==> config.mk <==
export PLATFORM = sky130hd
export DESIGN_NAME = itim_arbiter
export DESIGN_NICKNAME = d
export VERILOG_FILES = /design/src/logic/fetch_pkg.sv /design/src/logic/itim_arbiter.sv
export VERILOG_INCLUDE_DIRS = /design/src /design/src/logic
export SDC_FILE = /design/constraint.sdc
export NUM_CORES = 1
export LEC_CHECK = 0
export ABC_AREA = 1
export BUFFER_PORTS_ARGS = -buffer_cell sky130_fd_sc_hd__buf_2
export CORE_AREA = 2 2 175 177
export DETAILED_ROUTE_END_ITERATION = 12
export DIE_AREA = 0 0 177 179
export GPL_TIMING_DRIVEN = 0
export SKIP_CTS_REPAIR_TIMING = 1
export SLEW_MARGIN = 0
export SYNTH_ARGS = -nofsm -noshare
export SYNTH_HDL_FRONTEND = slang
export SYNTH_SLANG_ARGS = --single-unit
export TNS_END_PERCENT = 50
==> constraint.sdc <==
create_clock -name clock -period 1.05 [get_ports clock]
set_clock_uncertainty 0.05 [all_clocks]
set_input_delay 0 -clock clock [delete_from_list [all_inputs] [get_ports clock]]
set_output_delay 0 -clock clock [all_outputs]
set_load 0.01 [all_outputs]
==> src/logic/fetch_cfg.svh <==
`ifndef FETCH_CFG_SVH
`define FETCH_CFG_SVH

// Byte address width of the fetch path
`define FETCH_ADDR_WIDTH 32

// Instruction memory size in 64-bit words and the matching index width
`define ITIM_DEPTH 1024
`define ITIM_INDEX_WIDTH 10

// Branch target cache size and the matching index width
`define BTAC_ENTRIES 16
`define BTAC_INDEX_WIDTH 4

`endif

==> src/logic/fetch_pkg.sv <==
`include "fetch_cfg.svh"

package fetch_pkg;

  typedef logic [`FETCH_ADDR_WIDTH-1:0] addr_t;
  typedef logic [63:0] bundle_t;
  typedef logic [7:0] strobe_t;
  typedef logic [`ITIM_INDEX_WIDTH-1:0] itim_index_t;
  typedef logic [`BTAC_INDEX_WIDTH-1:0] btac_index_t;
  typedef logic [`FETCH_ADDR_WIDTH-`BTAC_INDEX_WIDTH-4:0] btac_tag_t;

  localparam logic [1:0] axi_okay = 2'b00;

  typedef struct packed {
    logic    valid;
    logic    write;
    addr_t   addr;
    bundle_t wdata;
    strobe_t wstrb;
  } itim_req_t;

  typedef struct packed {
    logic    ready;
    bundle_t rdata;
  } itim_rsp_t;

  typedef struct packed {
    logic  trap;
    logic  mret;
    logic  miss;
    logic  fence;
    addr_t mtvec;
    addr_t mepc;
    addr_t miss_addr;
    addr_t fence_npc;
  } redirect_t;

  typedef struct packed {
    logic  valid;
    addr_t pc;
    addr_t target;
  } btac_upd_t;

  typedef struct packed {
    logic  hit;
    addr_t target;
  } btac_pred_t;

  typedef struct packed {
    logic    valid;
    addr_t   pc;
    bundle_t rdata;
    logic    taken;
  } fetch_out_t;

  typedef struct packed {
    addr_t addr;
  } axil_aw_t;

  typedef struct packed {
    bundle_t data;
    strobe_t strb;
  } axil_w_t;

  typedef struct packed {
    logic [1:0] resp;
  } axil_b_t;

  // Idle has nothing in flight, busy awaits a live bundle, ctrl awaits a cancelled one
  typedef enum logic [1:0] {
    idle,
    busy,
    ctrl
  } fetch_state_t;

endpackage

==> src/logic/itim_arbiter.sv <==
module itim_arbiter (
  input  logic                 clock,
  input  logic                 reset,
  input  fetch_pkg::itim_req_t fetch_req,
  input  fetch_pkg::itim_req_t load_req,
  output logic                 fetch_grant,
  output logic                 load_grant,
  output fetch_pkg::itim_req_t mem_req,
  input  fetch_pkg::itim_rsp_t mem_rsp,
  output fetch_pkg::itim_rsp_t fetch_rsp
);

  logic fetch_owner_q;

  assign load_grant  = load_req.valid; // Loader always wins
  assign fetch_grant = !load_req.valid;
  assign mem_req     = load_grant ? load_req : fetch_req;

  always_ff @(posedge clock) begin
    if (!reset) begin
      fetch_owner_q <= 1'b0;
    end else begin
      fetch_owner_q <= fetch_grant & fetch_req.valid & !fetch_req.write;
    end
  end

  always_comb begin
    fetch_rsp.ready = mem_rsp.ready & fetch_owner_q;
    fetch_rsp.rdata = mem_rsp.rdata;
  end

  // Memory must answer only the read it accepted one cycle earlier
  a_rsp_follows_read: assert property (@(posedge clock) disable iff (!reset)
    mem_rsp.ready |-> $past(mem_req.valid && !mem_req.write))
    else $error("itim response without a preceding read");

endmodule

## After elaboration in Yosys (flattened, before gate mapping)

Index checks and enable logic that the tools add are counted.

- Multiplexer cells: 1
- Divide/modulo/power cells: 0
- $add $sub $neg: 0
- Bitwise logic cells: 3
- Multipliers: 0
- Equal/unequal tests: 0
- Order comparisons: 0
- Shifts and indexed selects: 0
- Reduce and logical (&&, ||, !) cells: 2

Operators with widths:

| kind | number |
|---|---|
| 106-bit two-way mux | 1 |
| 1-bit AND | 3 |
| 1-bit logical NOT | 2 |

- Bits in registers: 1
- Bits in latches: 0
- Output and inout bits: 173
- Bits of input ports: 279
- Logic and storage cells: 7
- Memories kept: 0
- ROM bits: 0
- RAM bits: 0

## Depth between registers and ports, before layout

- Depth in word-level cells: 3
- Gate-level depth with buffers: 6
- Mapped depth without buffers: 3

## Least setup slack after synthesis

OpenSTA, ideal clock, no wires.

- Kind: input-to-output
- From: input load_req[105] in the netlist's numbering
- To: output mem_req[65] in the netlist's numbering
- Arrival: 590 ps
- Stages on the path: 6
- Slack: 410 ps
- Required time: 1,000 ps
- Path buffers: 3
- Cells stage by stage: buf_4 inv_4 buf_6 buf_6 nand2_1 nand2_1

RTL lines:

| what | RTL line | RTL |
|---|---|---|
| from (decl) | itim_arbiter.sv:5 | `input fetch_pkg::itim_req_t load_req,` |
| to (decl) | itim_arbiter.sv:8 | `output fetch_pkg::itim_req_t mem_req,` |

==> summary.md <==
| Metric | Value |
|---|---|
| Max cap viols | `0` |
| I/O Buffers | `386` |
| Worst Tran Pin Value | `about 0.23 ns` |
| Distinct cell type count after synthesis | `9` |
| DRT antenna net count | `0` |
| Hold slack | `between 0.1 and 0.15 ns` |
| First-pass GRT wire length | `16600 um` |
| Hold WC Path Type | `input port to output pin` |
| DRT Pass-1 Iters | `4` |
| Crit path DAT | `just over 0.9 ns` |
| Per-cell routed wire length | `between 10 and 15 um` |
| Crit start category | `input port` |
| Largest stage delay on the critical path | `about 0.24 ns` |
| Overall global routing resource usage | `0.0693` |
| Asr flop ratio synth | `0` |
| DR vias/cell | `roughly 3.1` |
| IR drop worst, VDD | `approximately 140 uV` |
| Worst slew margin | `0.847` |
| Final slew viol count | `0` |
| Routability Congestion | `0.801` |
| Core Footprint | `~0.03 sq mm` |
| Mapped Area | `between 0.0015 and 0.002 sq mm` |
| Vias in the first global route | `approximately 3100` |
| Setup WS post-layout | `between 0.08 and 0.09 ns` |
| Die Span Y | `179 um` |
| Largest registers | `fetch_owner_q: 1 flops` |
| Largest net degree at the start of global routing | `11` |
| Largest family of logic cells by synthesized area | `simple AND/OR/NAND/NOR gates` |
| Commonest cells in the netlist | `318 x nand2_1, 68 x buf_4, 15 x buf_2` |
| Largest register FFs | `1` |
| XOR/XNOR Fraction of Synth Area | `0` |
| Post-synth EDFFs | `0` |
| Crit-path max FO | `10` |
| Biggest register | `fetch_owner_q` |
| Placement Cell Area | `0.00431 sq mm` |
| Buffers & Inverters on Critical Path | `4` |
| Routed WL | `roughly 13000 um` |
| Leak Pwr | `around 2.9 nW` |
| Synth area leaders | `nand2_1 64%, buf_4 27%, buf_2 4.0%` |
| Final Hold Vio Count | `0` |
| Design area | `about 0.0043 sq mm` |
| Seq/Total Area, Yosys | `0.0107` |
| Die Wd | `177 um` |
| Gr ovfl total | `0` |
| Worst path required time | `1.00 ns` |
| Mapped Avg Cell Area | `around 4.6 sq um` |
| Nets@finish | `1079` |
| Initial antenna violation count | `2` |
| Die ar. | `between 0.03 and 0.04 sq mm` |
| FILL cells | `approximately 3500` |
| Crit end category | `output pin` |
| Area delta synth->final | `131%` |
| Synth Area in Simple Gates | `0.640` |
| Starting Density | `0.0626` |
| Most common flop cell mapped by yosys | `dfxtp_1` |
| Fin crit period | `about 0.97 ns` |
| Dpl hpwl | `11900 um` |
| RSZ-0062 raised after global routing | `false` |
| Warnings, synthesis | `0` |
| Tot Pwr | `around 1.9 mW` |
| Share of the synthesized area in the top cell type | `0.635` |
| Final setup viols | `0` |
| Standard-cell rows | `64` |
| Layout cells sized above 1 | `0.596` |
| Highest-delay cell along the critical path | `clkbuf_4` |
| Crit path cell chain | `buf_6, buf_6, clkbuf_4, nand2_1, nand2_1, buf_2` |
| DR vias | `~3800` |
| Synthesized-area fraction occupied by adder cells | `0` |
| Compound-cell area share of the yosys netlist | `0` |
| Largest delay share family, worst path | `buffers and inverters` |
| Power per cell area | `434 mW/mm^2` |
| Final period utilization | `0.921` |
| Status | `finished clean` |
| Post-synthesis net count | `roughly 690` |
| DRT iter0 DRCs | `slightly below 100` |
| Placed Cells incl. Taps | `about 1200` |
| DR DRC count | `0` |
| Critical path type | `input port to output pin` |
| Non-Filler Instances | `between 1000 and 1500` |
| Synth Register Bits | `1` |
| Fmax | `approximately 1000 MHz` |
| Mux share of post-synthesis cell area | `0` |
| Mapped Cells | `roughly 410` |
| Count leader, synth | `nand2_1` |
| Top Ports | `approximately 450` |
| DP Worst Slack | `-0.238 ns` |
| Post-synth top area cell | `nand2_1` |
## final timing paths
kind / cells past startpoint / slack [ns] / from / endpoint
hold / removal: 2 / 0.13 / mem_rsp[58] / fetch_rsp[58]
setup / recovery: 6 / 0.08 / load_req[105] / mem_req[80]
## layer usage
metal  routed length [um]  vias up  track usage
met5                   10        -            0
met4                  102        2      0.00826
met3                 1210        8      0.00657
met2                 6710      255        0.134
met1                 5230     1572       0.0844
li1                     -     1924            -
## stage by stage
| step | TNS [ns] | utilization |
|---|---|---|
| after detailed placement | -1.82 | 0.143 |
| after floorplan | 0 | - |
| final | 0 | 0.145 |
| after CTS | -1.89 | 0.143 |
| after global placement | -1.49 | 0.143 |
| after global routing | 0 | 0.145 |
## placed cells by master (no fill, tap or decap)
cell / netlist / routed
clkbuf_4: 0 / 3
or2_2: 1 / 1
buf_8: 0 / 1
inv_1: 2 / 2
buf_2: 15 / 396
buf_4: 68 / 68
diode_2: 0 / 2
clkinv_8: 0 / 1
nor2_1: 1 / 1
nand2_1: 318 / 318
buf_6: 5 / 6
dfxtp_1: 1 / 1
## area by class of cell
class / count / area, sq um / area share
diodes: 2 / 5.00 / 0.00115
plain buffers: 88 / 666 / 0.153
inverters: 3 / 23.8 / 0.00547
multi-input cells: 320 / 1200 / 0.277
flip-flops and latches: 1 / 20.0 / 0.00461
well taps: 396 / 495 / 0.114
repair buffers: 386 / 1930 / 0.445
## cells by family (layout without fill, tap and decap cells)
logic type,after synthesis,after routing
buffers and inverters,91,477
flip-flops,1,1
AND/OR/NAND/NOR,320,320
other,0,2
## where the power goes
group / internal, mW / switching, mW / total [mW]
Sequential: 0.0398 / 0.000213 / 0.0400
Combinational: 0.920 / 0.925 / 1.84
Clock: 0.000000303 / 0 / 0.000000304
No activity file was read; power rests on OpenSTA's default activity.
