`config.mk`:
```
export PLATFORM = sky130hd
export DESIGN_NAME = fetch_stage
export DESIGN_NICKNAME = d
export VERILOG_FILES = /design/src/logic/fetch_pkg.sv /design/src/logic/fetch_stage.sv
export VERILOG_INCLUDE_DIRS = /design/src /design/src/logic
export SDC_FILE = /design/constraint.sdc
export NUM_CORES = 1
export LEC_CHECK = 0
export ABC_AREA = 1
export BUFFER_PORTS_ARGS = -buffer_cell sky130_fd_sc_hd__buf_4
export CORE_AREA = 2 2 180 182
export DETAILED_ROUTE_END_ITERATION = 6
export DIE_AREA = 0 0 182 184
export GPL_ROUTABILITY_DRIVEN = 0
export PLACE_DENSITY = 0.44
export SYNTH_ARGS = -nofsm -noshare
export SYNTH_HDL_FRONTEND = slang
export SYNTH_SLANG_ARGS = --single-unit
```
`constraint.sdc`:
```
create_clock -name clock -period 7.8 [get_ports clock]
set_input_delay 1.56 -clock clock [delete_from_list [all_inputs] [get_ports clock]]
set_output_delay 1.56 -clock clock [all_outputs]
set_load 0.05 [all_outputs]
```
`src/logic/fetch_cfg.svh`:
```
`ifndef FETCH_CFG_SVH
`define FETCH_CFG_SVH

// Byte address width of the fetch path
`define FETCH_ADDR_WIDTH 32

// Instruction memory size in 64-bit words and the matching index width
`define ITIM_DEPTH 1024
`define ITIM_INDEX_WIDTH 10

// Branch target cache size and the matching index width
`define BTAC_ENTRIES 16
`define BTAC_INDEX_WIDTH 4

`endif

```
`src/logic/fetch_pkg.sv`:
```
`include "fetch_cfg.svh"

package fetch_pkg;

  typedef logic [`FETCH_ADDR_WIDTH-1:0] addr_t;
  typedef logic [63:0] bundle_t;
  typedef logic [7:0] strobe_t;
  typedef logic [`ITIM_INDEX_WIDTH-1:0] itim_index_t;
  typedef logic [`BTAC_INDEX_WIDTH-1:0] btac_index_t;
  typedef logic [`FETCH_ADDR_WIDTH-`BTAC_INDEX_WIDTH-4:0] btac_tag_t;

  localparam logic [1:0] axi_okay = 2'b00;

  typedef struct packed {
    logic    valid;
    logic    write;
    addr_t   addr;
    bundle_t wdata;
    strobe_t wstrb;
  } itim_req_t;

  typedef struct packed {
    logic    ready;
    bundle_t rdata;
  } itim_rsp_t;

  typedef struct packed {
    logic  trap;
    logic  mret;
    logic  miss;
    logic  fence;
    addr_t mtvec;
    addr_t mepc;
    addr_t miss_addr;
    addr_t fence_npc;
  } redirect_t;

  typedef struct packed {
    logic  valid;
    addr_t pc;
    addr_t target;
  } btac_upd_t;

  typedef struct packed {
    logic  hit;
    addr_t target;
  } btac_pred_t;

  typedef struct packed {
    logic    valid;
    addr_t   pc;
    bundle_t rdata;
    logic    taken;
  } fetch_out_t;

  typedef struct packed {
    addr_t addr;
  } axil_aw_t;

  typedef struct packed {
    bundle_t data;
    strobe_t strb;
  } axil_w_t;

  typedef struct packed {
    logic [1:0] resp;
  } axil_b_t;

  // Idle has nothing in flight, busy awaits a live bundle, ctrl awaits a cancelled one
  typedef enum logic [1:0] {
    idle,
    busy,
    ctrl
  } fetch_state_t;

endpackage

```
`src/logic/fetch_stage.sv`:
```
module fetch_stage (
  input  logic                  clock,
  input  logic                  reset,
  input  fetch_pkg::redirect_t  redirect,
  input  logic                  halt,
  input  fetch_pkg::btac_pred_t pred,
  output fetch_pkg::addr_t      lookup_pc,
  output fetch_pkg::itim_req_t  fetch_req,
  input  logic                  fetch_grant,
  input  fetch_pkg::itim_rsp_t  fetch_rsp,
  output fetch_pkg::fetch_out_t fetch_out
);
  import fetch_pkg::*;

  fetch_state_t state_q;
  fetch_state_t state_d;
  addr_t        pc_q;
  addr_t        pc_d;
  addr_t        out_pc_q;
  logic         out_taken_q;
  logic         redirect_any;
  logic         accepted;
  logic         arrive;

  assign redirect_any = redirect.trap | redirect.mret | redirect.miss | redirect.fence;
  assign accepted     = fetch_req.valid & fetch_grant;
  assign arrive       = (state_q == busy) & fetch_rsp.ready; // Bundle for a live request

  assign lookup_pc = pc_q; // BTAC is probed with the address going out now

  always_comb begin
    fetch_req       = '0;
    fetch_req.valid = !halt; // No new request while the back end is stalled
    fetch_req.write = 1'b0;
    fetch_req.addr  = pc_q;
  end

  // Next fetch address, highest priority first
  always_comb begin
    pc_d = pc_q;
    if (redirect.trap) begin
      pc_d = redirect.mtvec;
    end else if (redirect.mret) begin
      pc_d = redirect.mepc;
    end else if (redirect.miss) begin
      pc_d = redirect.miss_addr;
    end else if (redirect.fence) begin
      pc_d = redirect.fence_npc;
    end else if (arrive && halt) begin
      pc_d = out_pc_q; // Rewind so the dropped bundle is fetched again
    end else if (accepted) begin
      pc_d = pred.hit ? pred.target : pc_q + addr_t'(8);
    end
  end

  always_comb begin
    if (accepted) begin
      // A request issued alongside a redirect is on the wrong path
      state_d = redirect_any ? ctrl : busy;
    end else begin
      state_d = idle;
    end
  end

  always_ff @(posedge clock) begin
    if (!reset) begin
      state_q <= idle;
      pc_q    <= '0;
    end else begin
      state_q <= state_d;
      pc_q    <= pc_d;
    end
  end

  // Tag of the request in flight, paired with the data as it returns
  always_ff @(posedge clock) begin
    if (accepted) begin
      out_pc_q    <= pc_q;
      out_taken_q <= pred.hit;
    end
  end

  always_comb begin
    fetch_out.valid = arrive & !halt;
    fetch_out.pc    = out_pc_q;
    fetch_out.rdata = fetch_rsp.rdata;
    fetch_out.taken = out_taken_q;
  end

endmodule

```
-- After elaboration in Yosys (flattened, before gate mapping)
Index checks and enable logic that the tools add are counted.
- add/sub/neg operators: 1
- eq/ne operators: 1
- multiplexer cells: 8
- bitwise logic cells: 6
- reductions and logical operators: 4
- operators with widths (cell ; number):
    32-bit 2-to-1 mux ; 7
    32-bit by 4-bit adder with 32-bit output (second input constant) ; 1
    6-bit nonzero test ; 1
    1-bit bitwise AND ; 3
    1-bit bitwise OR ; 3
    2-bit by 1-bit equality test with 1-bit output (second input constant) ; 1
    2-bit 2-to-1 mux ; 1
    2-bit AND reduction ; 1
    1-bit logical AND ; 1
    1-bit logical NOT ; 1
- register bits after elaboration: 67
- output and inout bits: 236
- word-level logic and storage cells: 24

-- Depth between registers and ports, before layout
- word-level depth: 8
- mapped depth: 15

-- Worst setup path before layout
Ideal clock, no wire load.
- kind: input to register
- from: in fetch_grant
- to: reg pc_q[5] (netlist: lookup_pc[5])
- setup time: 70 ps
- arrival time: 3899 ps
- slack: 3831 ps
- stages: 7
- path buffers: 1
- cells stage by stage: inv_1 -> nor2_1 -> nor2_4 -> inv_2 -> clkbuf_1 -> o21ai_0 -> a21oi_1
- longest elaborated chain between the ends: 2
- RTL lines (element ; RTL line ; source):
    start, declared ; fetch_stage.sv:9 ; input logic fetch_grant,
    1-bit bitwise AND ; fetch_stage.sv:26 ; assign accepted = fetch_req.valid & fetch_grant;
    via accepted ; fetch_stage.sv:22 ; logic accepted;
    6-bit nonzero test (no source line) ; -- ;
    end signal, assigned ; fetch_stage.sv:71 ; pc_q <= pc_d;
    end, declared ; fetch_stage.sv:17 ; addr_t pc_q;
The timed path passes the listed nets, and every way through them passes these cells.
A chain may end at the register's enable or synchronous reset.

-- Final worst setup path
- from: in redirect[130] in the netlist's numbering
- to: reg pc_q[31] (netlist: lookup_pc[31])
- longest elaborated chain between the ends: 2
- elaborated cells between the ends (all ways): 3
- RTL lines (element ; RTL line ; source):
    start, declared ; fetch_stage.sv:4 ; input fetch_pkg::redirect_t redirect,
    32-bit 2-to-1 mux ; fetch_stage.sv:43 ; end else if (redirect.mret) begin
    32-bit 2-to-1 mux ; fetch_stage.sv:41 ; if (redirect.trap) begin
Several ways; a longest one is shown, not always the timed one.

==> flow_metrics.tcl <==
set metrics [dict create \
    layout_min_cycle_time_ps 3800 \
    ys_warn_count 0 \
    p_switching_mw 0.529 \
    yosys.area_share.adder_pct 0.208 \
    synth_cell_types 38 \
    cts_resized 0 \
    cts_sinks 67 \
    coreArea_um2 31400 \
    die_w_um 182 \
    layout.nets 1248 \
    rows 65 \
    root_buffer "clkbuf_16" \
    period_share_pct 48.7 \
    cp_slowest_cell "inv_2" \
    synth_top_flop_cell "dfxtp_1" \
    slowest_delay_ps 630 \
    p_seq_share_pct 33.8 \
    clk_pin_slew_ps 60 \
    slew_headroom_pct 32.4 \
    wl_per_cell_um 19.5 \
    skew_ps 16.7 \
    power_density_nw_per_um2 168 \
    crit_chain "buf_4 > nor2_4 > inv_2 > nor3_2 > nand2_1 > nor2_4 > inv_2 > o21ai_0 > inv_1 > nand2_1 > a21oi_1" \
    clockPowerShare_pct 29.9 \
    yosys.area_share.simple_pct 25.0 \
    fin_setup_tns_ps 0 \
    initial_utilization_pct 19.2 \
    postSynth.asyncResetShare_pct 0 \
    crit_family "buffers and inverters" \
    antenna_cells 0 \
    grt_pass1_vias 5923 \
    cts_tree "done" \
    crit_type "in2reg" \
    slew_viol_final 0 \
    ant_nets 0 \
    ir_worst_vdd_uv 95.8 \
    vias 6024 \
    dp_worst_setup_slack_ps 3590 \
    cts_buffers 9 \
    clock_path_buffers 2 \
    synth-edff-count 33 \
    swShare_pct 41.1 \
    postCtsSetupBuffers 0 \
    leakage_nw 3.45 \
    firstDrtPassIters 5 \
    synth_area_um2 6020 \
    overflow 0 \
    area_growth_pct 27.1 \
    setup_ws_ps 4000 \
    fillers 3548 \
    first_iter_violations 311 \
    dp_hpwl_um 20800 \
    status "finished clean" \
    end_kind "flop" \
    portBuffers 268 \
    finalSetupViolations 0 \
    die_h_um 184 \
    grt_max_degree 56 \
    synth-xor-area-share_pct 2.04 \
    grt_usage_pct 15.9 \
    ys_seq_elements 67 \
    internal_power_mw 0.759 \
    comb_power_share_pct 36.3 \
    tightestPinTransition_ps 1010 \
    insertion_delay_ps 340 \
    boundaryPins 470 \
    timing.fmax_mhz 263 \
    crit_buf_inv 4 \
    die_area_um2 33500 \
    syn_inst 867 \
    drive_gt1_share_pct 32.6 \
    worst_ep_required_time_ps 8070 \
    antenna_found_initial 0 \
    synth_top_family_by_area "buffers and inverters" \
    hp-class "reg2reg" \
    synth_area_per_cell_um2 6.95 \
    hold_viol 0 \
    routed_wl_um 27700 \
    yosys-mux-area-fraction_pct 0 \
    drcViolationCount 0 \
    critPathLaunchType "input pin" \
    synth_compound_area_share_pct 18.2 \
    rsz0062_at_grt "false" \
    crit_fanout 55 \
    viasPerCell 4.25 \
    grt_pass1_wl_um 38600 \
    h-tree-depth 3 \
    critPathArrivalTime_ps 4070 \
    ys_seq_area_share_pct 27.7 \
    cap_violations 0 \
    ctsHoldBuffers 0 \
]
## sequential cells by signal, indices dropped and copies added, names as in the netlist
signal and count:
state_q 2, out_taken_q 1, lookup_pc 32, out_pc_q 32
## synthesized netlist by cell type, drive strengths merged (2+ instances only)
cell type / n / share of area [%]
a21oi: 61 / 5.1
a221oi: 23 / 3.3
a31oi: 6 / 0.62
buf: 187 / 23
clkbuf: 23 / 1.4
dfxtp: 34 / 11
edfxtp: 33 / 16
inv: 37 / 2.3
nand2: 189 / 12
nand3: 34 / 3.0
nand3b: 2 / 0.25
nand4: 2 / 0.21
nor2: 89 / 6.3
nor3: 5 / 0.50
o211ai: 19 / 2.4
o21ai: 72 / 6.0
o21bai: 3 / 0.37
or2: 26 / 2.7
xnor2: 5 / 0.73
xor2: 9 / 1.3
## routing by layer
| metal | up-vias | routed length, µm | track usage, % |
|---|---|---|---|
| li1 | 2939 | - | - |
| met1 | 2785 | 11400 | 19.1 |
| met2 | 242 | 13700 | 28.1 |
| met3 | 58 | 1890 | 3.53 |
| met4 | 0 | 723 | 5.52 |
| met5 | - | 0 | 0 |
## power by group through the flow
stage	clock network, mW	logic (mW)	registers [mW]
floorplan	0	0.369	0.500
global placement	0	0.471	0.444
detailed placement	0	0.472	0.445
CTS	0.400	0.473	0.437
global route	0.414	0.499	0.441
finish	0.385	0.467	0.435
## path summary, 6_finish.rpt
kind / slack, ps / cells after the start / end / start
setup reg to reg: 5080 / 12 / lookup_pc[5]$_SDFFE_PN0P_ / state_q[0]$_SDFF_PN0_
hold reg to reg: 520 / 0 / out_pc_q[0]$_DFFE_PP_ / lookup_pc[0]$_SDFFE_PN0P_
hold / removal: 520 / 0 / out_pc_q[0]$_DFFE_PP_ / lookup_pc[0]$_SDFFE_PN0P_
setup / recovery: 4000 / 11 / lookup_pc[31]$_SDFFE_PN0P_ / redirect[130]
## metrics by stage
| stage | instances | hold WS (ps) | power, mW | instance area, µm² | utilization [%] |
|---|---|---|---|---|---|
| floorplan | 939 | 721 | 0.869 | 6290 | - |
| global placement | 1404 | 501 | 0.916 | 7400 | 23.6 |
| detailed placement | 1404 | 496 | 0.917 | 7400 | 23.6 |
| CTS | 1419 | 513 | 1.31 | 7660 | 24.4 |
| global route | 1419 | 529 | 1.35 | 7660 | 24.4 |
| finish | 1419 | 515 | 1.29 | 7660 | 24.4 |
## cells in the final DEF (no fill, tap or decap), types with 3 or more instances in the layout
cell | synthesis | layout
conb_1 | 1 | 73
xor2_1 | 9 | 9
nor3_1 | 4 | 4
xnor2_1 | 5 | 5
nand3_1 | 32 | 32
a31oi_1 | 6 | 6
o21ai_1 | 6 | 6
a21oi_1 | 61 | 61
or2_2 | 24 | 24
nand2_2 | 3 | 3
buf_4 | 172 | 273
nor2_1 | 79 | 77
o211ai_1 | 19 | 19
dfxtp_1 | 34 | 34
edfxtp_1 | 33 | 33
nor2_4 | 4 | 6
o21bai_1 | 3 | 3
inv_1 | 34 | 33
inv_2 | 3 | 4
o21ai_0 | 66 | 66
nor2_2 | 6 | 6
clkbuf_16 | 0 | 9
a221oi_1 | 23 | 23
nand2_1 | 186 | 186
## kinds of logic (layout without fill, tap and decap cells)
| logic type | count (synthesis) | after routing |
|---|---|---|
| DFF | 67 | 67 |
| buffers and inverters | 248 | 326 |
| other | 1 | 73 |
| adders and majority gates | 1 | 1 |
| AOI/OAI and AO/OA | 187 | 187 |
| xor gates and xnor gates | 14 | 14 |
| and+or+nand+nor | 349 | 349 |
## area by class of cell
class,count,area [µm²],area share (%)
inverter,38,143,1.86
multi-input combinational,624,3030,39.6
tap,402,503,6.57
clock buffer,12,246,3.22
timing repair buffer,273,2050,26.8
sequential,67,1670,21.8
clock inverter,3,16.3,0.212
Power figures use the tool's default switching activity.
