File: config.mk
export PLATFORM = sky130hd
export DESIGN_NAME = btac
export DESIGN_NICKNAME = d
export VERILOG_FILES = /design/src/logic/fetch_pkg.sv /design/src/logic/btac.sv
export VERILOG_INCLUDE_DIRS = /design/src /design/src/logic
export SDC_FILE = /design/constraint.sdc
export NUM_CORES = 1
export LEC_CHECK = 0
export ABC_AREA = 0
export BUFFER_PORTS_ARGS = -buffer_cell sky130_fd_sc_hd__buf_2
export CORE_UTILIZATION = 50
export CTS_CLUSTER_DIAMETER = 120
export DETAILED_ROUTE_END_ITERATION = 6
export PLACE_DENSITY = 0.69
export RECOVER_POWER = 50
export SYNTH_ARGS = -nofsm -noshare
export SYNTH_HDL_FRONTEND = slang
export SYNTH_SLANG_ARGS = --single-unit
File: constraint.sdc
create_clock -name clock -period 5.85 [get_ports clock]
set_clock_uncertainty 0.2 [all_clocks]
set_input_delay 0.585 -clock clock [delete_from_list [all_inputs] [get_ports clock]]
set_output_delay 0.585 -clock clock [all_outputs]
set_load 0.02 [all_outputs]
File: src/logic/fetch_cfg.svh
`ifndef FETCH_CFG_SVH
`define FETCH_CFG_SVH

// Byte address width of the fetch path
`define FETCH_ADDR_WIDTH 32

// Instruction memory size in 64-bit words and the matching index width
`define ITIM_DEPTH 1024
`define ITIM_INDEX_WIDTH 10

// Branch target cache size and the matching index width
`define BTAC_ENTRIES 16
`define BTAC_INDEX_WIDTH 4

`endif

File: src/logic/fetch_pkg.sv
`include "fetch_cfg.svh"

package fetch_pkg;

  typedef logic [`FETCH_ADDR_WIDTH-1:0] addr_t;
  typedef logic [63:0] bundle_t;
  typedef logic [7:0] strobe_t;
  typedef logic [`ITIM_INDEX_WIDTH-1:0] itim_index_t;
  typedef logic [`BTAC_INDEX_WIDTH-1:0] btac_index_t;
  typedef logic [`FETCH_ADDR_WIDTH-`BTAC_INDEX_WIDTH-4:0] btac_tag_t;

  localparam logic [1:0] axi_okay = 2'b00;

  typedef struct packed {
    logic    valid;
    logic    write;
    addr_t   addr;
    bundle_t wdata;
    strobe_t wstrb;
  } itim_req_t;

  typedef struct packed {
    logic    ready;
    bundle_t rdata;
  } itim_rsp_t;

  typedef struct packed {
    logic  trap;
    logic  mret;
    logic  miss;
    logic  fence;
    addr_t mtvec;
    addr_t mepc;
    addr_t miss_addr;
    addr_t fence_npc;
  } redirect_t;

  typedef struct packed {
    logic  valid;
    addr_t pc;
    addr_t target;
  } btac_upd_t;

  typedef struct packed {
    logic  hit;
    addr_t target;
  } btac_pred_t;

  typedef struct packed {
    logic    valid;
    addr_t   pc;
    bundle_t rdata;
    logic    taken;
  } fetch_out_t;

  typedef struct packed {
    addr_t addr;
  } axil_aw_t;

  typedef struct packed {
    bundle_t data;
    strobe_t strb;
  } axil_w_t;

  typedef struct packed {
    logic [1:0] resp;
  } axil_b_t;

  // Idle has nothing in flight, busy awaits a live bundle, ctrl awaits a cancelled one
  typedef enum logic [1:0] {
    idle,
    busy,
    ctrl
  } fetch_state_t;

endpackage

File: src/logic/btac.sv
`include "fetch_cfg.svh"

module btac (
  input  logic                  clock,
  input  logic                  reset,
  input  fetch_pkg::addr_t      lookup_pc,
  output fetch_pkg::btac_pred_t pred,
  input  fetch_pkg::btac_upd_t  btac_upd
);
  import fetch_pkg::*;

  logic [`BTAC_ENTRIES-1:0] valid_q;
  btac_tag_t                tag_q [`BTAC_ENTRIES];
  addr_t                    target_q [`BTAC_ENTRIES];
  btac_index_t              lookup_index;
  btac_tag_t                lookup_tag;
  btac_index_t              upd_index;
  btac_tag_t                upd_tag;

  // Bits 2:0 address bytes inside a bundle, so the index starts at bit 3
  assign lookup_index = lookup_pc[`BTAC_INDEX_WIDTH+2:3];
  assign lookup_tag   = lookup_pc[`FETCH_ADDR_WIDTH-1:`BTAC_INDEX_WIDTH+3];
  assign upd_index    = btac_upd.pc[`BTAC_INDEX_WIDTH+2:3];
  assign upd_tag      = btac_upd.pc[`FETCH_ADDR_WIDTH-1:`BTAC_INDEX_WIDTH+3];

  always_comb begin
    pred.hit    = valid_q[lookup_index] & (tag_q[lookup_index] == lookup_tag);
    pred.target = target_q[lookup_index];
  end

  always_ff @(posedge clock) begin
    if (!reset) begin
      valid_q <= '0;
    end else if (btac_upd.valid) begin
      valid_q[upd_index] <= 1'b1;
    end
  end

  always_ff @(posedge clock) begin
    if (btac_upd.valid) begin
      tag_q[upd_index]    <= upd_tag;
      target_q[upd_index] <= btac_upd.target; // A newer branch evicts the old one
    end
  end

endmodule

=== Word level (Yosys, flattened, before mapping) ===
Memories as Yosys holds them, arrays and structs flattened.
Cells that the tools add are included.

* $lt $le $gt $ge: 3
* Eq/ne operators: 1
* Muxes and demuxes: 6
* Bitwise operators: 2
* Reduce and logical (&&, ||, !) cells: 1

{| class="wikitable"
|+ Operators by type and width
! cell !! count
|-
| $eq A25 B25 Y1 || 1
|-
| $or A16 B16 Y16 || 1
|-
| $lt A4 B5 Y1 const B || 2
|-
| $bmux W1 S4 || 1
|-
| $demux W1 S4 || 1
|-
| $ge A4 B1 Y1 const B || 1
|-
| $mux W1 || 4
|-
| $and A1 B1 Y1 || 1
|-
| $logic_and A1 B1 Y1 || 1
|}

* Flip-flop bits (word level): 16
* Memory bits (writable): 912
* Input port bits: 99
* Output and inout port bits: 33
* Word-level logic and storage cells: 16
* Memories kept: 2

{| class="wikitable"
|+ Memories
! memory !! depth !! bits a word !! rd ports !! clocked after memory_dff !! wr ports !! line !! RTL
|-
| target_q || 16 || 32 || 1 || 0 || 1 || btac.sv:14 || <nowiki>addr_t target_q [`BTAC_ENTRIES];</nowiki>
|-
| tag_q || 16 || 25 || 1 || 0 || 1 || btac.sv:13 || <nowiki>btac_tag_t tag_q [`BTAC_ENTRIES];</nowiki>
|}

=== Depth between registers and ports, before layout ===
Gate-level depths: netlist (run 1).

* Word-level depth: 5
* Depth in mapped cells: 11
* Gate-level depth less buffers: 7

=== Least setup slack after synthesis (run 1) ===
Ideal clock, no wire load.

* Path kind: input port to flip-flop
* Start: input port btac_upd[36] in the netlist's numbering
* End: memory tag_q[0][0] in the netlist's numbering (enable)
* Setup time: 0.545 ns
* Arrival: 5.031 ns
* Required time: 5.105 ns
* Setup slack: 0.074 ns
* Cell stages on the path: 2
* Buffers on the path: 0
* Path through: or3b_2 > nor3_1

{| class="wikitable"
|+ RTL lines
! what !! line !! RTL
|-
| start, declared || btac.sv:8 || <nowiki>input fetch_pkg::btac_upd_t btac_upd</nowiki>
|-
| end, declared || btac.sv:13 ||
|}

Straight into the memory's write port.

==> results.md, run 1 <==
* Full die area at 0.0724 mm²
* Setup WS post-layout at 0.875 ns
* Max_slew headroom at 19.3%
* Max Transition Viols Final at 0
* Vias in the first global route at 16500
* Post-synth top area share at 76.8%
* Initial DRC Count at 1724
* Final layout net count at 1758
* Crit path required time at 5.07 ns
* GRT Util Overall at 21.8%
* Hold Crit Class: primary input to flip-flop
* Dpl hpwl at 39900 µm
* Worst EP arrival at 4.19 ns
* Top Ports at 132
* Final TNS setup at 0 ns
* Syn avg cell area at 24.2 µm²
* Part of the Yosys area used for sequential elements at 77.7%
* GPL Wtd Cong at 0.824
* Slowest cell on the critical path: buf_8
* CP dominant cell by count: o21ai_0
* FMAX at 0.201 GHz
* First-pass GRT wire length at 112000 µm
* Status: finished, final reports clean
* CTS tree: done
* CTS H-tree depth at 3
* Routed Antenna Nets at 0
* WHS Path Cells at 2
* Leakage power at 12.7 nW
* DR DRC count at 0
* CP max FO at 87
* Total gr overflow at 0
* Drt first pass iters at 5
* Endpoints failing hold at 0
* Initial Util at 50.7%
* CTS Root Cell: clkbuf_16
* Routed wire per std cell at 28.7 µm
* RSZ-0062 raised after global routing: no
* PortBufs at 125
* Worst stage delay on the critical path at 0.73 ns
* Final setup fails at 0
* Synth Warn # at 0
* Die X at 269 µm
* Post-CTS sizing at 0
* Asr flop ratio synth at 0%
* Mapped Area at 0.0356 mm²
* Core region area at 0.0703 mm²
* PwrDens at 347 mW/mm²
* Die Height at 269 µm
* Post-layout min period at 4.97 ns
* Worst R2R Setup Slack at 5.03 ns
* Antenna violations before repair at 13
* Share of post-route cells with drive strength above 1 at 30.1%
* Area Overhead vs Synth at 13.3%
* Worst slack, placed at 0.846 ns
* Routed WL at 76800 µm
* Setup CP Type: primary input to primary output
* Crit path cell chain: buf_8, buf_4, mux4_2, mux2i_1, xor2_1, nand2_1, o21ai_0, o21ai_0, nor4_2, buf_2
* Top_reg_cell synth: edfxtp_1
* CP startpoint kind: primary input
* # clock sinks at 928
* Vias per cell at 6.08
* Num rows at 97
* Post-CTS setup buffers at 0
* Crit path max-delay family: buffers and inverters
* Worst-Skew Late Latency at 0.64 ns
* Max-cap violation count at 0
* Buf/Inv on CP at 3
* Reg2Reg Depth at 1
* Synthesis-stage register bit count at 928
* Synth area leaders: edfxtp_1, mux4_2, mux2i_1, dfxtp_1, mux4_1
* Levels on crit path at 10
* Detailed-route via count at 16300
* Synth area leader: edfxtp_1
* VDD IR-drop max at 0.315 mV
* Period utilization at 85.0%
* Netlist cell types at 48
* Crit end category: primary output
* CTS buffer count at 93
* Worst Max-Slew Pin Slew at 1.21 ns
* Syn Inst Count at 1472
* Largest net degree at the start of global routing at 94
* Clock transition at path regs at 0.06 ns
* Mapped Nets at 1571
* CTS Hold Bufs at 0
* Clock tree buffer depth at 3
* Post-synth EDFFs at 912
==> sequential cells by signal, indices dropped and copies added, names as in the netlist <==
name      count
valid_q      16
target_q    512
tag_q       400
==> where the power goes <==
part           switching, mW  leakage, nW  internal, mW
sequential            0.0305         8.37          7.44
clock                   2.48         1.47          3.33
combinational          0.443         2.86         0.315
==> worst paths after layout <==
| check | to | start |
|---|---|---|
| max | pred[32] | lookup_pc[3] |
| min | valid_q[7] | reset |
| max reg2reg | valid_q[5] | valid_q[5] |
| min reg2reg | valid_q[8] | valid_q[8] |
==> cell usage after synthesis (3+ instances only) <==
cell type	instances
dfxtp_1	16
o211ai_1	3
a221oi_1	4
mux4_2	264
o21a_1	16
clkbuf_1	20
o21ai_0	9
edfxtp_1	912
nand3_1	4
mux2i_1	35
buf_4	10
nand2_1	11
xor2_1	16
a21oi_1	10
nor2_1	21
mux4_1	6
nor3_1	7
buf_2	30
inv_1	8
nand2b_1	6
o22ai_1	4
xnor2_1	17
buf_1	5
nor2b_1	3
buf_6	6
==> area by class of cell <==
type / count / area (µm²)
antenna: 3 / 7.51
clock buffer: 114 / 2470
clock inverter: 57 / 526
fill: 4982 / 29900
inverter: 9 / 35.0
multi-input combinational: 463 / 7580
sequential: 928 / 27700
tap: 940 / 1180
timing repair buffer: 164 / 903
==> cell families (layout without fill, tap and decap cells) <==
family,after synthesis,count (layout),synth area share [%]
compound gates,61,61,1.19
mux,306,306,18.1
xor+xnor,34,34,0.856
flops,928,928,77.7
buf+inv,81,344,1.24
simple gates,62,62,0.863
other cells,0,3,0
==> through the flow <==
| stage | hold slack, ns | power [mW] | std cells | cell area [µm²] | utilization (%) |
|---|---|---|---|---|---|
| after floorplan | 0.235 | 8.09 | 1472 | 35600 | - |
| after global placement | 0.242 | 8.36 | 2504 | 37500 | 53.4 |
| after detailed placement | 0.253 | 8.38 | 2504 | 37500 | 53.4 |
| after CTS | 0.0672 | 14.1 | 2675 | 40500 | 57.6 |
| after global routing | 0.107 | 14.4 | 2677 | 40400 | 57.5 |
| final | 0.114 | 14.0 | 2678 | 40400 | 57.5 |
==> cells in the final DEF (no fill, tap or decap), types with 7 or more instances in the layout <==
master and instances:
nor2_1 12, edfxtp_1 912, dfxtp_1 16, clkbuf_16 95, clkbuf_1 78, xor2_1 16
o21ai_0 9, buf_2 62, xnor2_1 17, a21oi_1 10, mux4_2 264, buf_4 35
nand2_1 11, nor2_4 9, bufinv_16 7, clkinv_1 17, o21a_1 16, clkinv_2 21
inv_1 8, mux2i_1 35
==> layer usage <==
layer | up-vias | global-route usage (%) | part of all wire, %
met3 | 122 | 4.87 | 7.8
met1 | 8794 | 31.7 | 42
met4 | 18 | 5.04 | 1.8
met2 | 619 | 33.9 | 48
met5 | - | 0 | 0.15
li1 | 6738 | - | -
Power figures use the tool's default switching activity.
==> run 2: changes to the inputs <==
PLACE_DENSITY = 0.67   (was 0.69)
clock period = 5.15 ns   (was 5.85 ns; I/O delays follow)
==> run 2 against run 1 <==
The flow now finishes with violations (capacitance limit, slew limit); cell area hardly changed; sequential share of layout area barely moved; largest cell class unchanged; critical endpoint unchanged; critical path depth is the same.
==> results.md, run 2 (synthesis results as in run 1) <==
* Most frequent cells in the layout: edfxtp_1, mux4_2, clkbuf_16
* Detailed-route via count at 16100 (-1.0%)
* Core region area at 0.0703 mm² (unchanged)
* R2R Path Start: valid_q[2]
* Largest register FFs at 512 (unchanged)
* Routed WL at 77700 µm (+1.1%)
* Clock transition at path regs at 0.06 ns (about the same)
* CP max FO at 76 (-13%)
* Vias in the first global route at 16900 (+2.2%)
* First-pass GRT wire length at 114000 µm (+1.3%)
* CTS H-tree depth at 3 (unchanged)
* Num rows at 97 (unchanged)
* Hold path startpoint: reset
* Worst Max-Slew Pin Slew at 2.45 ns (+1.25 ns)
* Drt first pass iters at 5 (unchanged)
* DR DRC count at 0 (unchanged)
* WHS Path Cells at 2 (unchanged)
* Total gr overflow at 0 (unchanged)
* CTS buffer count at 91 (-2.2%)
* Routed wire per std cell at 29.1 µm (+1.3%)
* Hold Crit Class: primary input to flip-flop
* Failing checks: capacitance limit, slew limit
* Non-Filler Instances at 2674 (-0.15%)
* Period utilization at 87.3%
* Initial Util at 50.7% (unchanged)
* Top Registers: target_q (512), tag_q (400), valid_q (16)
* Vias per cell at 6.03 (-0.86%)
* GRT Util Overall at 22.2% (+0.49 points)
* Final setup fails at 0 (unchanged)
* Util after Layout at 57.5% (about the same)
* Share of post-route cells with drive strength above 1 at 30.2% (+0.092 points)
* CTS Root Cell: clkbuf_16
* # clock sinks at 928 (unchanged)
* PortBufs at 125 (unchanged)
* Die X at 269 µm (unchanged)
* Antenna violations before repair at 10 (-3)
* VDD IR-drop max at 0.279 mV (-11%)
* Die Height at 269 µm (unchanged)
* Worst-Skew Late Latency at 0.63 ns (about the same)
* Reg2Reg Depth at 1 (unchanged)
* Reg with most FFs: target_q
* Total power at 15.7 mW (+12%)
* Setup CP Type: primary input to primary output
* Dpl hpwl at 39400 µm (-1.3%)
* Final layout net count at 1756 (-0.11%)
* R2r endpoint: valid_q[2]
* Clock tree buffer depth at 3 (unchanged)
* Most common cell after layout, fill and taps aside: edfxtp_1
* PwrDens at 388 mW/mm² (+12%)
* Area Overhead vs Synth at 13.3% (about the same)
* Placed inst area at 0.0377 mm² (+0.50%)
* Crit end category: primary output
* Post-CTS sizing at 0 (unchanged)
* FMAX at 0.222 GHz
* GPL Wtd Cong at 0.869 (+5.4%)
* Worst EP arrival at 3.78 ns (-0.41 ns)
* Worst R2R Setup Slack at 4.35 ns (-0.68 ns)
* Max_slew headroom at -63.6% (-83 points)
* Crit path required time at 4.43 ns (-0.64 ns)
* CTS Hold Bufs at 0 (unchanged)
* Leakage power at 12.7 nW (-0.28%)
* Endpoints failing hold at 0 (unchanged)
* Final TNS setup at 0 ns (unchanged)
* Max-cap violation count at 3 (+3)
* Full die area at 0.0724 mm² (unchanged)
* Top Ports at 132 (unchanged)
* Post-CTS setup buffers at 0 (unchanged)
* RSZ-0062 raised after global routing: no
* Max Transition Viols Final at 177 (+177)
* Final Cell Area at 0.0404 mm² (about the same)
* Largest net degree at the start of global routing at 79 (-16%)
* Initial DRC Count at 1755 (+1.8%)
* Post-layout min period at 4.50 ns
* Routed Antenna Nets at 0 (unchanged)
* Status: finished with violations
* CTS tree: done
* Hold Path End: valid_q[6]
* Inst Count DP at 2504 (unchanged)
* CP startpoint kind: primary input
[run 2: cell types whose count changed in the layout (fill, tap and decap cells not counted), sizes merged]
cell	previous run	this run
clkbuf	175	172
inv	12	13
diode	3	1
clkinv	44	46
bufinv	7	5
[run 2: layer usage]
metal | part of all wire (%) | up-vias | wire length (µm) | GRT usage (%)
met5 | 0.12 | - | 90 | 0
met4 | 1.7 | 14 | 1290 | 4.78
met3 | 7.9 | 115 | 6130 | 5.06
met2 | 48 | 591 | 37300 | 35.0
met1 | 42 | 8689 | 32900 | 32.2
li1 | - | 6717 | - | -
[run 2: per-stage QoR]
stage / setup slack [ns] / hold WS [ns]
2_1_floorplan: 0.994 / 0.235
3_3_place_gp: 0.633 / 0.241
3_5_place_dp: 0.649 / 0.250
4_1_cts: 0.628 / 0.00554
5_1_grt: 0.446 / 0.0430
6_report: 0.653 / 0.0588
[run 2: worst max path at each step]
| stage | slack [ns] | depth (start not counted) | end | from |
|---|---|---|---|---|
| after detailed placement | 0.65 | 9 | pred[32] | lookup_pc[3] |
| final | 0.65 | 10 | pred[32] | lookup_pc[3] |
| after CTS | 0.63 | 9 | pred[32] | lookup_pc[3] |
| after global placement | 0.63 | 10 | pred[32] | lookup_pc[3] |
| after floorplan | 0.99 | 2 | tag_q[4][0] | btac_upd[36] |
| after global routing | 0.45 | 9 | pred[32] | lookup_pc[3] |
[run 2: report_power, final]
| group | internal (mW) | switching, mW |
|---|---|---|
| registers | 8.45 | 0.0334 |
| clock network | 3.54 | 2.75 |
| logic | 0.364 | 0.515 |
| total | 12.4 | 3.30 |
[run 2: final cells by class]
class	instances	area, µm²
Fill cell	5071	29900
Sequential cell	928	27700
Multi-Input combinational cell	463	7640
Clock buffer	111	2370
Tap cell	940	1180
Timing Repair Buffer	164	1030
Clock inverter	58	429
Inverter	9	35.0
Antenna cell	1	2.50
[run 2: worst max-delay path: stages]
cell and delay (ns):
buf_8 0.57, mux4_2 0.60, mux2i_1 0.19, a21oi_1 0.15
xor2_1 0.17, nor4_1 0.44, buf_4 0.19, nand4_1 0.12
nor4_2 0.45, buf_2 0.25
