**src/logic/fetch_cfg.svh**
```systemverilog
`ifndef FETCH_CFG_SVH
`define FETCH_CFG_SVH

// Byte address width of the fetch path
`define FETCH_ADDR_WIDTH 32

// Instruction memory size in 64-bit words and the matching index width
`define ITIM_DEPTH 1024
`define ITIM_INDEX_WIDTH 10

// Branch target cache size and the matching index width
`define BTAC_ENTRIES 16
`define BTAC_INDEX_WIDTH 4

`endif

```
**src/logic/fetch_pkg.sv**
```systemverilog
`include "fetch_cfg.svh"

package fetch_pkg;

  typedef logic [`FETCH_ADDR_WIDTH-1:0] addr_t;
  typedef logic [63:0] bundle_t;
  typedef logic [7:0] strobe_t;
  typedef logic [`ITIM_INDEX_WIDTH-1:0] itim_index_t;
  typedef logic [`BTAC_INDEX_WIDTH-1:0] btac_index_t;
  typedef logic [`FETCH_ADDR_WIDTH-`BTAC_INDEX_WIDTH-4:0] btac_tag_t;

  localparam logic [1:0] axi_okay = 2'b00;

  typedef struct packed {
    logic    valid;
    logic    write;
    addr_t   addr;
    bundle_t wdata;
    strobe_t wstrb;
  } itim_req_t;

  typedef struct packed {
    logic    ready;
    bundle_t rdata;
  } itim_rsp_t;

  typedef struct packed {
    logic  trap;
    logic  mret;
    logic  miss;
    logic  fence;
    addr_t mtvec;
    addr_t mepc;
    addr_t miss_addr;
    addr_t fence_npc;
  } redirect_t;

  typedef struct packed {
    logic  valid;
    addr_t pc;
    addr_t target;
  } btac_upd_t;

  typedef struct packed {
    logic  hit;
    addr_t target;
  } btac_pred_t;

  typedef struct packed {
    logic    valid;
    addr_t   pc;
    bundle_t rdata;
    logic    taken;
  } fetch_out_t;

  typedef struct packed {
    addr_t addr;
  } axil_aw_t;

  typedef struct packed {
    bundle_t data;
    strobe_t strb;
  } axil_w_t;

  typedef struct packed {
    logic [1:0] resp;
  } axil_b_t;

  // Idle has nothing in flight, busy awaits a live bundle, ctrl awaits a cancelled one
  typedef enum logic [1:0] {
    idle,
    busy,
    ctrl
  } fetch_state_t;

endpackage

```
**src/logic/itim_loader.sv**
```systemverilog
module itim_loader (
  input  logic                 clock,
  input  logic                 reset,
  input  fetch_pkg::axil_aw_t  aw,
  input  logic                 awvalid,
  output logic                 awready,
  input  fetch_pkg::axil_w_t   w,
  input  logic                 wvalid,
  output logic                 wready,
  output fetch_pkg::axil_b_t   b,
  output logic                 bvalid,
  input  logic                 bready,
  output fetch_pkg::itim_req_t load_req,
  input  logic                 load_grant
);
  import fetch_pkg::*;

  logic    aw_held_q;
  logic    w_held_q;
  logic    bvalid_q;
  addr_t   addr_q;
  bundle_t data_q;
  strobe_t strb_q;
  logic    issue;

  // Both channels stay closed until the pending response is taken
  assign awready = !aw_held_q & !bvalid_q;
  assign wready  = !w_held_q & !bvalid_q;
  assign issue   = load_req.valid & load_grant;
  assign bvalid  = bvalid_q;
  assign b.resp  = axi_okay;

  always_comb begin
    load_req.valid = aw_held_q & w_held_q;
    load_req.write = 1'b1;
    load_req.addr  = addr_q;
    load_req.wdata = data_q;
    load_req.wstrb = strb_q;
  end

  always_ff @(posedge clock) begin
    if (!reset) begin
      aw_held_q <= 1'b0;
      w_held_q  <= 1'b0;
      bvalid_q  <= 1'b0;
    end else begin
      if (awvalid && awready) begin
        aw_held_q <= 1'b1;
      end else if (issue) begin
        aw_held_q <= 1'b0;
      end
      if (wvalid && wready) begin
        w_held_q <= 1'b1;
      end else if (issue) begin
        w_held_q <= 1'b0;
      end
      if (issue) begin
        bvalid_q <= 1'b1; // Write lands in the itim on this edge
      end else if (bready) begin
        bvalid_q <= 1'b0;
      end
    end
  end

  always_ff @(posedge clock) begin
    if (awvalid && awready) begin
      addr_q <= aw.addr;
    end
    if (wvalid && wready) begin
      data_q <= w.data;
      strb_q <= w.strb;
    end
  end

endmodule

```
**config.mk**
```make
export PLATFORM = sky130hd
export DESIGN_NAME = itim_loader
export DESIGN_NICKNAME = d
export VERILOG_FILES = /design/src/logic/fetch_pkg.sv /design/src/logic/itim_loader.sv
export VERILOG_INCLUDE_DIRS = /design/src /design/src/logic
export SDC_FILE = /design/constraint.sdc
export NUM_CORES = 1
export LEC_CHECK = 0
export BUFFER_PORTS_ARGS = -buffer_cell sky130_fd_sc_hd__buf_2
export CELL_PAD_IN_SITES_DETAIL_PLACEMENT = 0
export CELL_PAD_IN_SITES_GLOBAL_PLACEMENT = 1
export CORE_MARGIN = 1.5
export CORE_UTILIZATION = 35
export CTS_CLUSTER_DIAMETER = 80
export DETAILED_ROUTE_END_ITERATION = 8
export GPL_ROUTABILITY_DRIVEN = 0
export PLACE_DENSITY = 0.93
export RECOVER_POWER = 50
export SETUP_SLACK_MARGIN = 0.02
export SYNTH_ARGS = -nofsm -noshare
export SYNTH_HDL_FRONTEND = slang
export SYNTH_SLANG_ARGS = --single-unit
```
**constraint.sdc**
```tcl
create_clock -name clock -period 9.1 [get_ports clock]
set_input_delay 1.82 -clock clock [delete_from_list [all_inputs] [get_ports clock]]
set_output_delay 1.82 -clock clock [all_outputs]
set_load 0.01 [all_outputs]
```
Yosys cells after proc, flatten, opt, wreduce, memory -nomap -nowiden
Index checks and enable logic that the tools add are counted.
{ "totals": {"regBits": 107, "wordCells": 23, "inputBits": 110, "output_inout_bits": 111} }
{ "classes": {"reduce_logical": 8, "muxes": 5, "bitwise": 4} }
{ "op_table": {"columns": ["op", "n"], "rows": [
  ["$reduce_bool 2->1", 3],
  ["$mux 1", 5],
  ["$and 1x1->1", 4],
  ["$logic_not 1->1", 3],
  ["$logic_and 1x1->1", 2]
]} }

Longest topological paths before layout
Gate-level depths: netlist of the first run.
{ "logic_depth": {"depth_word": 4, "ltp_mapped": 2, "depth_no_buf": 2} }

Least setup slack after synthesis of the first run
No wires, ideal clock.
{ "synth_timing": {"path_kind": "in2reg", "start": "input port wvalid", "end": "register data_q[0] (enable)", "required_time_ps": 8609, "path_buffers": 0, "cell_stages": 1, "setup_time_ps": 491, "arrival_ps": 4611, "slack_ps": 3999, "cell_sequence": "nor3b_2"} }
{ "synth_between": {"elab_chain_cells": 1} }
{ "synth_lines": {"columns": ["item", "line", "text"], "rows": [
  ["start: declaration", "itim_loader.sv:8", "input logic wvalid,"],
  ["$logic_and 1x1->1", "itim_loader.sv:69", "if (wvalid && wready) begin"],
  ["end signal: assignment", "itim_loader.sv:70", "data_q <= w.data;"],
  ["end: declaration", "itim_loader.sv:22", "bundle_t data_q;"]
]} }
Every way passes these cells.
A chain may end at the register's enable or synchronous reset.

Final worst setup path of the first run
{ "layout_timing": {"start": "input port awvalid", "end": "register addr_q[19] (enable)"} }
{ "layout_between": {"elab_chain_cells": 1} }
{ "layout_lines": {"columns": ["item", "line", "text"], "rows": [
  ["start: declaration", "itim_loader.sv:5", "input logic awvalid,"],
  ["$logic_and 1x1->1", "itim_loader.sv:66", "if (awvalid && awready) begin"],
  ["end signal: assignment", "itim_loader.sv:67", "addr_q <= aw.addr;"],
  ["end: declaration", "itim_loader.sv:21", "addr_t addr_q;"]
]} }
Every way passes these cells.

==> summary.md, run 1 <==
| Metric | Value |
|---|---|
| Status | `finished with violations` |
| Failing checks | `capacitance limit, slew limit` |
| Distinct cell type count after synthesis | `12` |
| GRT Residual Overflow | `0` |
| Global-route wire length before repair | `9580 µm` |
| CTS Buf Count | `9` |
| Finish-stage setup viols | `0` |
| Core area | `9200 µm²` |
| CTS tree | `done` |
| Tightest Pin Transition | `1.62 ns` |
| P&R area growth vs syn | `42.1%` |
| Vias | `2047` |
| Commonest cells post-synth | `edfxtp_1, buf_4, dfxtp_1` |
| Ranking of synthesized cells by area | `edfxtp_1, dfxtp_1, nor3b_2` |
| Synth area leader | `edfxtp_1` |
| CP Class | `in2reg` |
| VDD IR max | `0.0000929 V` |
| H-tree depth | `3` |
| Vias/cell | `4.37` |
| Top-count cell post-synth | `edfxtp_1` |
| Final hold violations | `0` |
| Clock buffer depth | `2` |
| CP Launch Point | `awvalid` |
| Starting DRT DRC Count | `38` |
| GRT Util Overall | `13.1%` |
| Starting Density | `35.9%` |
| Asr flop ratio synth | `0%` |
| YS warnings | `0` |
| Fillers | `777` |
| Pwr dens | `205 nW/µm²` |
| Max-slew violations | `34` |
| Die footprint | `10000 µm²` |
| CTS Root Cell | `clkbuf_8` |
| Clock-pin transition on the worst setup and hold timing paths | `0.10 ns` |
| CP startpoint kind | `input pin` |
| Post-route clock period utilization | `36.6%` |
| Post-synth EDFFs | `104` |
| Post-cts resize count | `0` |
| Unrepaired setup endpoints after global routing | `no` |
| Boundary Pins | `221` |
| Worst Path Arrival | `3.28 ns` |
| Setup TNS | `0 ns` |
| Clock skew | `0.0140 ns` |
| Post-synth top flop | `edfxtp_1` |
| Postcts setup bufs | `0` |
| Top-area cell type share of the netlist area | `94.7%` |
| WL/cell | `14.6 µm` |
| Final wirelength | `6810 µm` |
| Die X-Extent | `100 µm` |
| # DRC | `0` |
| FMAX | `300 MHz` |
| Vias in the first global route | `2024` |
| Routed Antenna Nets | `0` |
| Largest net degree at the start of global routing | `74` |
| Synthesized flop and latch total | `107` |
| HP Class | `reg2reg` |
| Clk sinks | `107` |
| Post-Syn Area | `3300 µm²` |
| Worst-path maximum fanout | `33` |
| Layout cells sized above 1 | `59.1%` |
| CP required | `9.05 ns` |
| R2R Path Start | `bvalid` |
| Antenna diodes | `0` |
| Register area share after synthesis | `96.5%` |
| Crit end category | `flip-flop` |
| Hold slack | `0.535 ns` |
| Slew margin rel. | `-8.20%` |
| Cts hold-fix bufs | `0` |
| Syn_area_per_cell | `26.6 µm²` |
| Final HPWL DP | `5220 µm` |
| Die Y | `100 µm` |
| Initial antenna violation count | `1` |
| HP Start | `aw_held_q` |
| DR pass1 iterations | `4` |
| Cells after synthesis | `124` |
| Nets@finish | `462` |
| Clk Latency, worst-skew pair | `0.35 ns` |
| Cell Rows | `35` |
| Fin crit period | `3.33 ns` |
| Buffers on Ports | `217` |
| Pleak | `1.96 nW` |
| Max cap viols | `1` |
## worst max-delay path, cell delays in order
cell	delay, ns
buf_2	0.07
nor3b_1	0.18
clkbuf_1	1.20
## placed cells by master, fill, tap and decap left out, drive strengths merged
master	n
buf	195
edfxtp	104
clkbuf	34
conb	3
dfxtp	3
inv	3
nor2	2
a21boi	2
o21a	2
nor3b	2
clkinv	2
and2	1
nand4	1
nand3b	1
nand2	1
bufinv	1
## sequential cells by signal (all words and copies together), names as in the netlist
signal / count
w_held_q: 1
addr_q: 32
strb_q: 8
bvalid: 1
data_q: 64
aw_held_q: 1
## report_power, final
group	internal (W)	switching [W]
Clock	0.000130	0.000154
Combinational	0.0000368	0.0000503
Sequential	0.000581	0.00000854
## stage by stage
stage                     utilization, %  std cells  setup WS [ns]  total power [W]  area (µm²)
after floorplan                        -        125           4.00         0.000636        3300
after global placement              49.3        452           5.94         0.000689        4530
after detailed placement            49.3        452           5.88         0.000692        4530
after CTS                           51.4        468           6.15         0.000979        4730
after global routing                51.0        468           5.59          0.00100        4690
final                               51.0        468           5.77         0.000962        4690
## final cells by class
cell class | count | area (µm²) | area share, %
flip-flops and latches | 107 | 3180 | 67.9
repair buffers | 219 | 1070 | 22.8
well taps | 111 | 139 | 2.96
clock buffers | 10 | 128 | 2.72
multi-input cells | 15 | 98.8 | 2.11
clock inverters | 6 | 70.1 | 1.49
## worst paths after layout
check,to,slack (ns),cells after the start
hold / removal,bvalid,0.54,2
setup / recovery,addr_q[19],5.77,3
setup reg to reg,addr_q[19],6.87,2
hold reg to reg,bvalid,0.54,2
## cell families after synthesis
| family | share of synthesized area (%) |
|---|---|
| other | 0.228 |
| buffers and inverters | 0.683 |
| and+or+nand+nor | 1.71 |
| AOI/OAI and AO/OA | 0.910 |
| DFF | 96.5 |
## routing by layer
metal / routed length (µm) / vias to the layer above / track usage [%]
li1: - / 941 / -
met1: 2440 / 940 / 14.2
met2: 3380 / 154 / 21.8
met3: 897 / 10 / 6.13
met4: 80 / 2 / 6.28
met5: 17 / - / 0
Note: power is estimated with default switching activity, not from simulation.
==> inputs of run 2 (changes only) <==
--- a/config.mk
+++ b/config.mk
@@ -10,11 +10,11 @@
 export CELL_PAD_IN_SITES_DETAIL_PLACEMENT = 0
 export CELL_PAD_IN_SITES_GLOBAL_PLACEMENT = 1
 export CORE_MARGIN = 1.5
-export CORE_UTILIZATION = 35
+export CORE_UTILIZATION = 29
 export CTS_CLUSTER_DIAMETER = 80
 export DETAILED_ROUTE_END_ITERATION = 8
 export GPL_ROUTABILITY_DRIVEN = 0
-export PLACE_DENSITY = 0.93
+export PLACE_DENSITY = 0.83
 export RECOVER_POWER = 50
 export SETUP_SLACK_MARGIN = 0.02
 export SYNTH_ARGS = -nofsm -noshare
==> constraint.sdc (replaced) <==
create_clock -name clock -period 2.9 [get_ports clock]
set_input_delay 0.58 -clock clock [delete_from_list [all_inputs] [get_ports clock]]
set_output_delay 0.58 -clock clock [all_outputs]
set_load 0.01 [all_outputs]
==> run 2 against run 1 <==
Via count shrank 2.6%. The run now ends clean. Clock skew shrank 0.0072 ns. Critical endpoint is now load_req[105]. Critical path depth shrank 1. Final cell count grew 6.2%. Sequential share of layout area shrank 2.7 points. Largest power group unchanged. Combinational power grew to 3.2 times the previous value. Cell area grew 4.2%. First-iteration DRC count grew 79%.
==> summary.md, run 2 (same netlist as run 1, synthesis figures left out) <==
| Metric | Value |
|---|---|
| Status | `completed (was finished with violations)` |
| Layout cells sized above 1 | `65.3% (was 59.1%)` |
| Setup TNS | `0 ns (unchanged)` |
| GRT Util Overall | `11.3% (was 13.1%)` |
| Max reg flops | `64 (unchanged)` |
| Max-slew violations | `0 (was 34)` |
| Boundary Pins | `221 (unchanged)` |
| Buffers on Ports | `217 (unchanged)` |
| Global-route wire length before repair | `9650 µm (was 9580 µm)` |
| P&R area growth vs syn | `48.0% (was 42.1%)` |
| Post-cts resize count | `0 (unchanged)` |
| Vias | `1993 (was 2047)` |
| Antenna diodes | `0 (unchanged)` |
| WL/cell | `14.0 µm (was 14.6 µm)` |
| VDD IR max | `0.000354 V (was 0.0000929 V)` |
| CTS Buf Count | `9 (unchanged)` |
| Clock-pin transition on the worst setup and hold timing paths | `0.07 ns (was 0.10 ns)` |
| Largest net degree at the start of global routing | `74 (unchanged)` |
| Clk sinks | `107 (unchanged)` |
| Die footprint | `12000 µm² (was 10000 µm²)` |
| Post-DP Area | `4580 µm² (was 4530 µm²)` |
| Fin crit period | `1.64 ns` |
| Clock skew | `0.00679 ns (was 0.0140 ns)` |
| Starting DRT DRC Count | `68 (was 38)` |
| Worst Path Arrival | `1.06 ns (was 3.28 ns)` |
| Post-route clock period utilization | `56.4%` |
| Die X-Extent | `110 µm (was 100 µm)` |
| Final wirelength | `6940 µm (was 6810 µm)` |
| Starting Density | `30.0% (was 35.9%)` |
| Clk Latency, worst-skew pair | `0.33 ns (was 0.35 ns)` |
| Core area | `11000 µm² (was 9200 µm²)` |
| # DRC | `0 (unchanged)` |
| Die Y | `110 µm (was 100 µm)` |
| Design area | `4880 µm² (was 4690 µm²)` |
| HP Class | `in2reg (was reg2reg)` |
| Cts hold-fix bufs | `0 (unchanged)` |
| Unrepaired setup endpoints after global routing | `no (unchanged)` |
| Cell Rows | `38 (was 35)` |
| Clock buffer depth | `2 (unchanged)` |
| Largest regs | `data_q: 64 flops, addr_q: 32 flops, strb_q: 8 flops (unchanged)` |
| Nets@finish | `462 (unchanged)` |
| Initial antenna violation count | `0 (was 1)` |
| Largest Register | `data_q (unchanged)` |
| CP Class | `reg2out (was in2reg)` |
| H-tree depth | `3 (unchanged)` |
| DR pass1 iterations | `4 (unchanged)` |
| GRT Residual Overflow | `0 (unchanged)` |
| CP required | `2.32 ns (was 9.05 ns)` |
| Vias in the first global route | `1933 (was 2024)` |
| Leading cell type in the layout, fill and taps excluded | `buf_2 (unchanged)` |
| FMAX | `611 MHz` |
| Most frequent cells in the layout | `buf_2, edfxtp_1, clkbuf_16 (was buf_2, edfxtp_1, clkbuf_1)` |
| Max cap viols | `0 (was 1)` |
| Pwr dens | `695 nW/µm² (was 205 nW/µm²)` |
| CP startpoint kind | `flip-flop (was input pin)` |
| Pleak | `2.08 nW (was 1.96 nW)` |
| Vias/cell | `4.01 (was 4.37)` |
| Postcts setup bufs | `0 (unchanged)` |
| Crit end category | `primary output (was flip-flop)` |
| Core Util, Final | `44.5% (was 51.0%)` |
| Final hold violations | `0 (unchanged)` |
| Finish-stage setup viols | `0 (unchanged)` |
| Worst-path maximum fanout | `6 (was 33)` |
| Routed Antenna Nets | `0 (unchanged)` |
| CTS Root Cell | `clkbuf_16 (was clkbuf_8)` |
| CTS tree | `done (unchanged)` |
## run 2: cell count changes in the layout (fill, tap and decap cells not counted), sizes merged
cell / previous run / this run
buf: 195 / 217
bufinv: 1 / 2
clkinv: 2 / 4
clkbuf: 34 / 11
inv: 3 / 1
## run 2: report_power, final
group	total [W]	internal [W]	switching, W
sequential	0.00185	0.00182	0.0000276
combinational	0.000282	0.000125	0.000158
clock	0.00126	0.000755	0.000509
## run 2: path summary, 6_finish.rpt
kind | startpoint | to | slack [ns] | depth (start not counted)
setup reg to reg | bvalid | data_q[36] | 1.37 | 2
hold / removal | aw[15] | addr_q[15] | 0.42 | 1
setup / recovery | aw_held_q | load_req[105] | 1.26 | 2
hold reg to reg | w_held_q | bvalid | 0.51 | 2
## run 2: final cells by class
class	instances	area (µm²)
multi-input cells	15	98.8
clock inverters	7	91.3
repair buffers	219	1110
well taps	140	175
fillers	988	6100
flip-flops and latches	107	3180
clock buffers	9	225
## run 2: through the flow
step                power, W  setup WS [ns]  hold WS [ns]  std cells
finish               0.00340           1.26         0.417        497
global route         0.00355           1.18         0.389        497
CTS                  0.00345           1.23         0.399        497
detailed placement   0.00218           1.28         0.536        481
global placement     0.00217           1.30         0.539        481
floorplan            0.00199        0.00944         0.498        125
## run 2: metal layers
layer	track usage [%]	part of all wire (%)
met5	0	0
met4	4.73	1.1
met3	6.88	15
met2	17.3	46
met1	12.6	38
## run 2: worst max-delay path, cell delays in order, from the launching register on
cell     delay (ns)
dfxtp_1        0.44
and2_1         0.16
buf_2          0.12
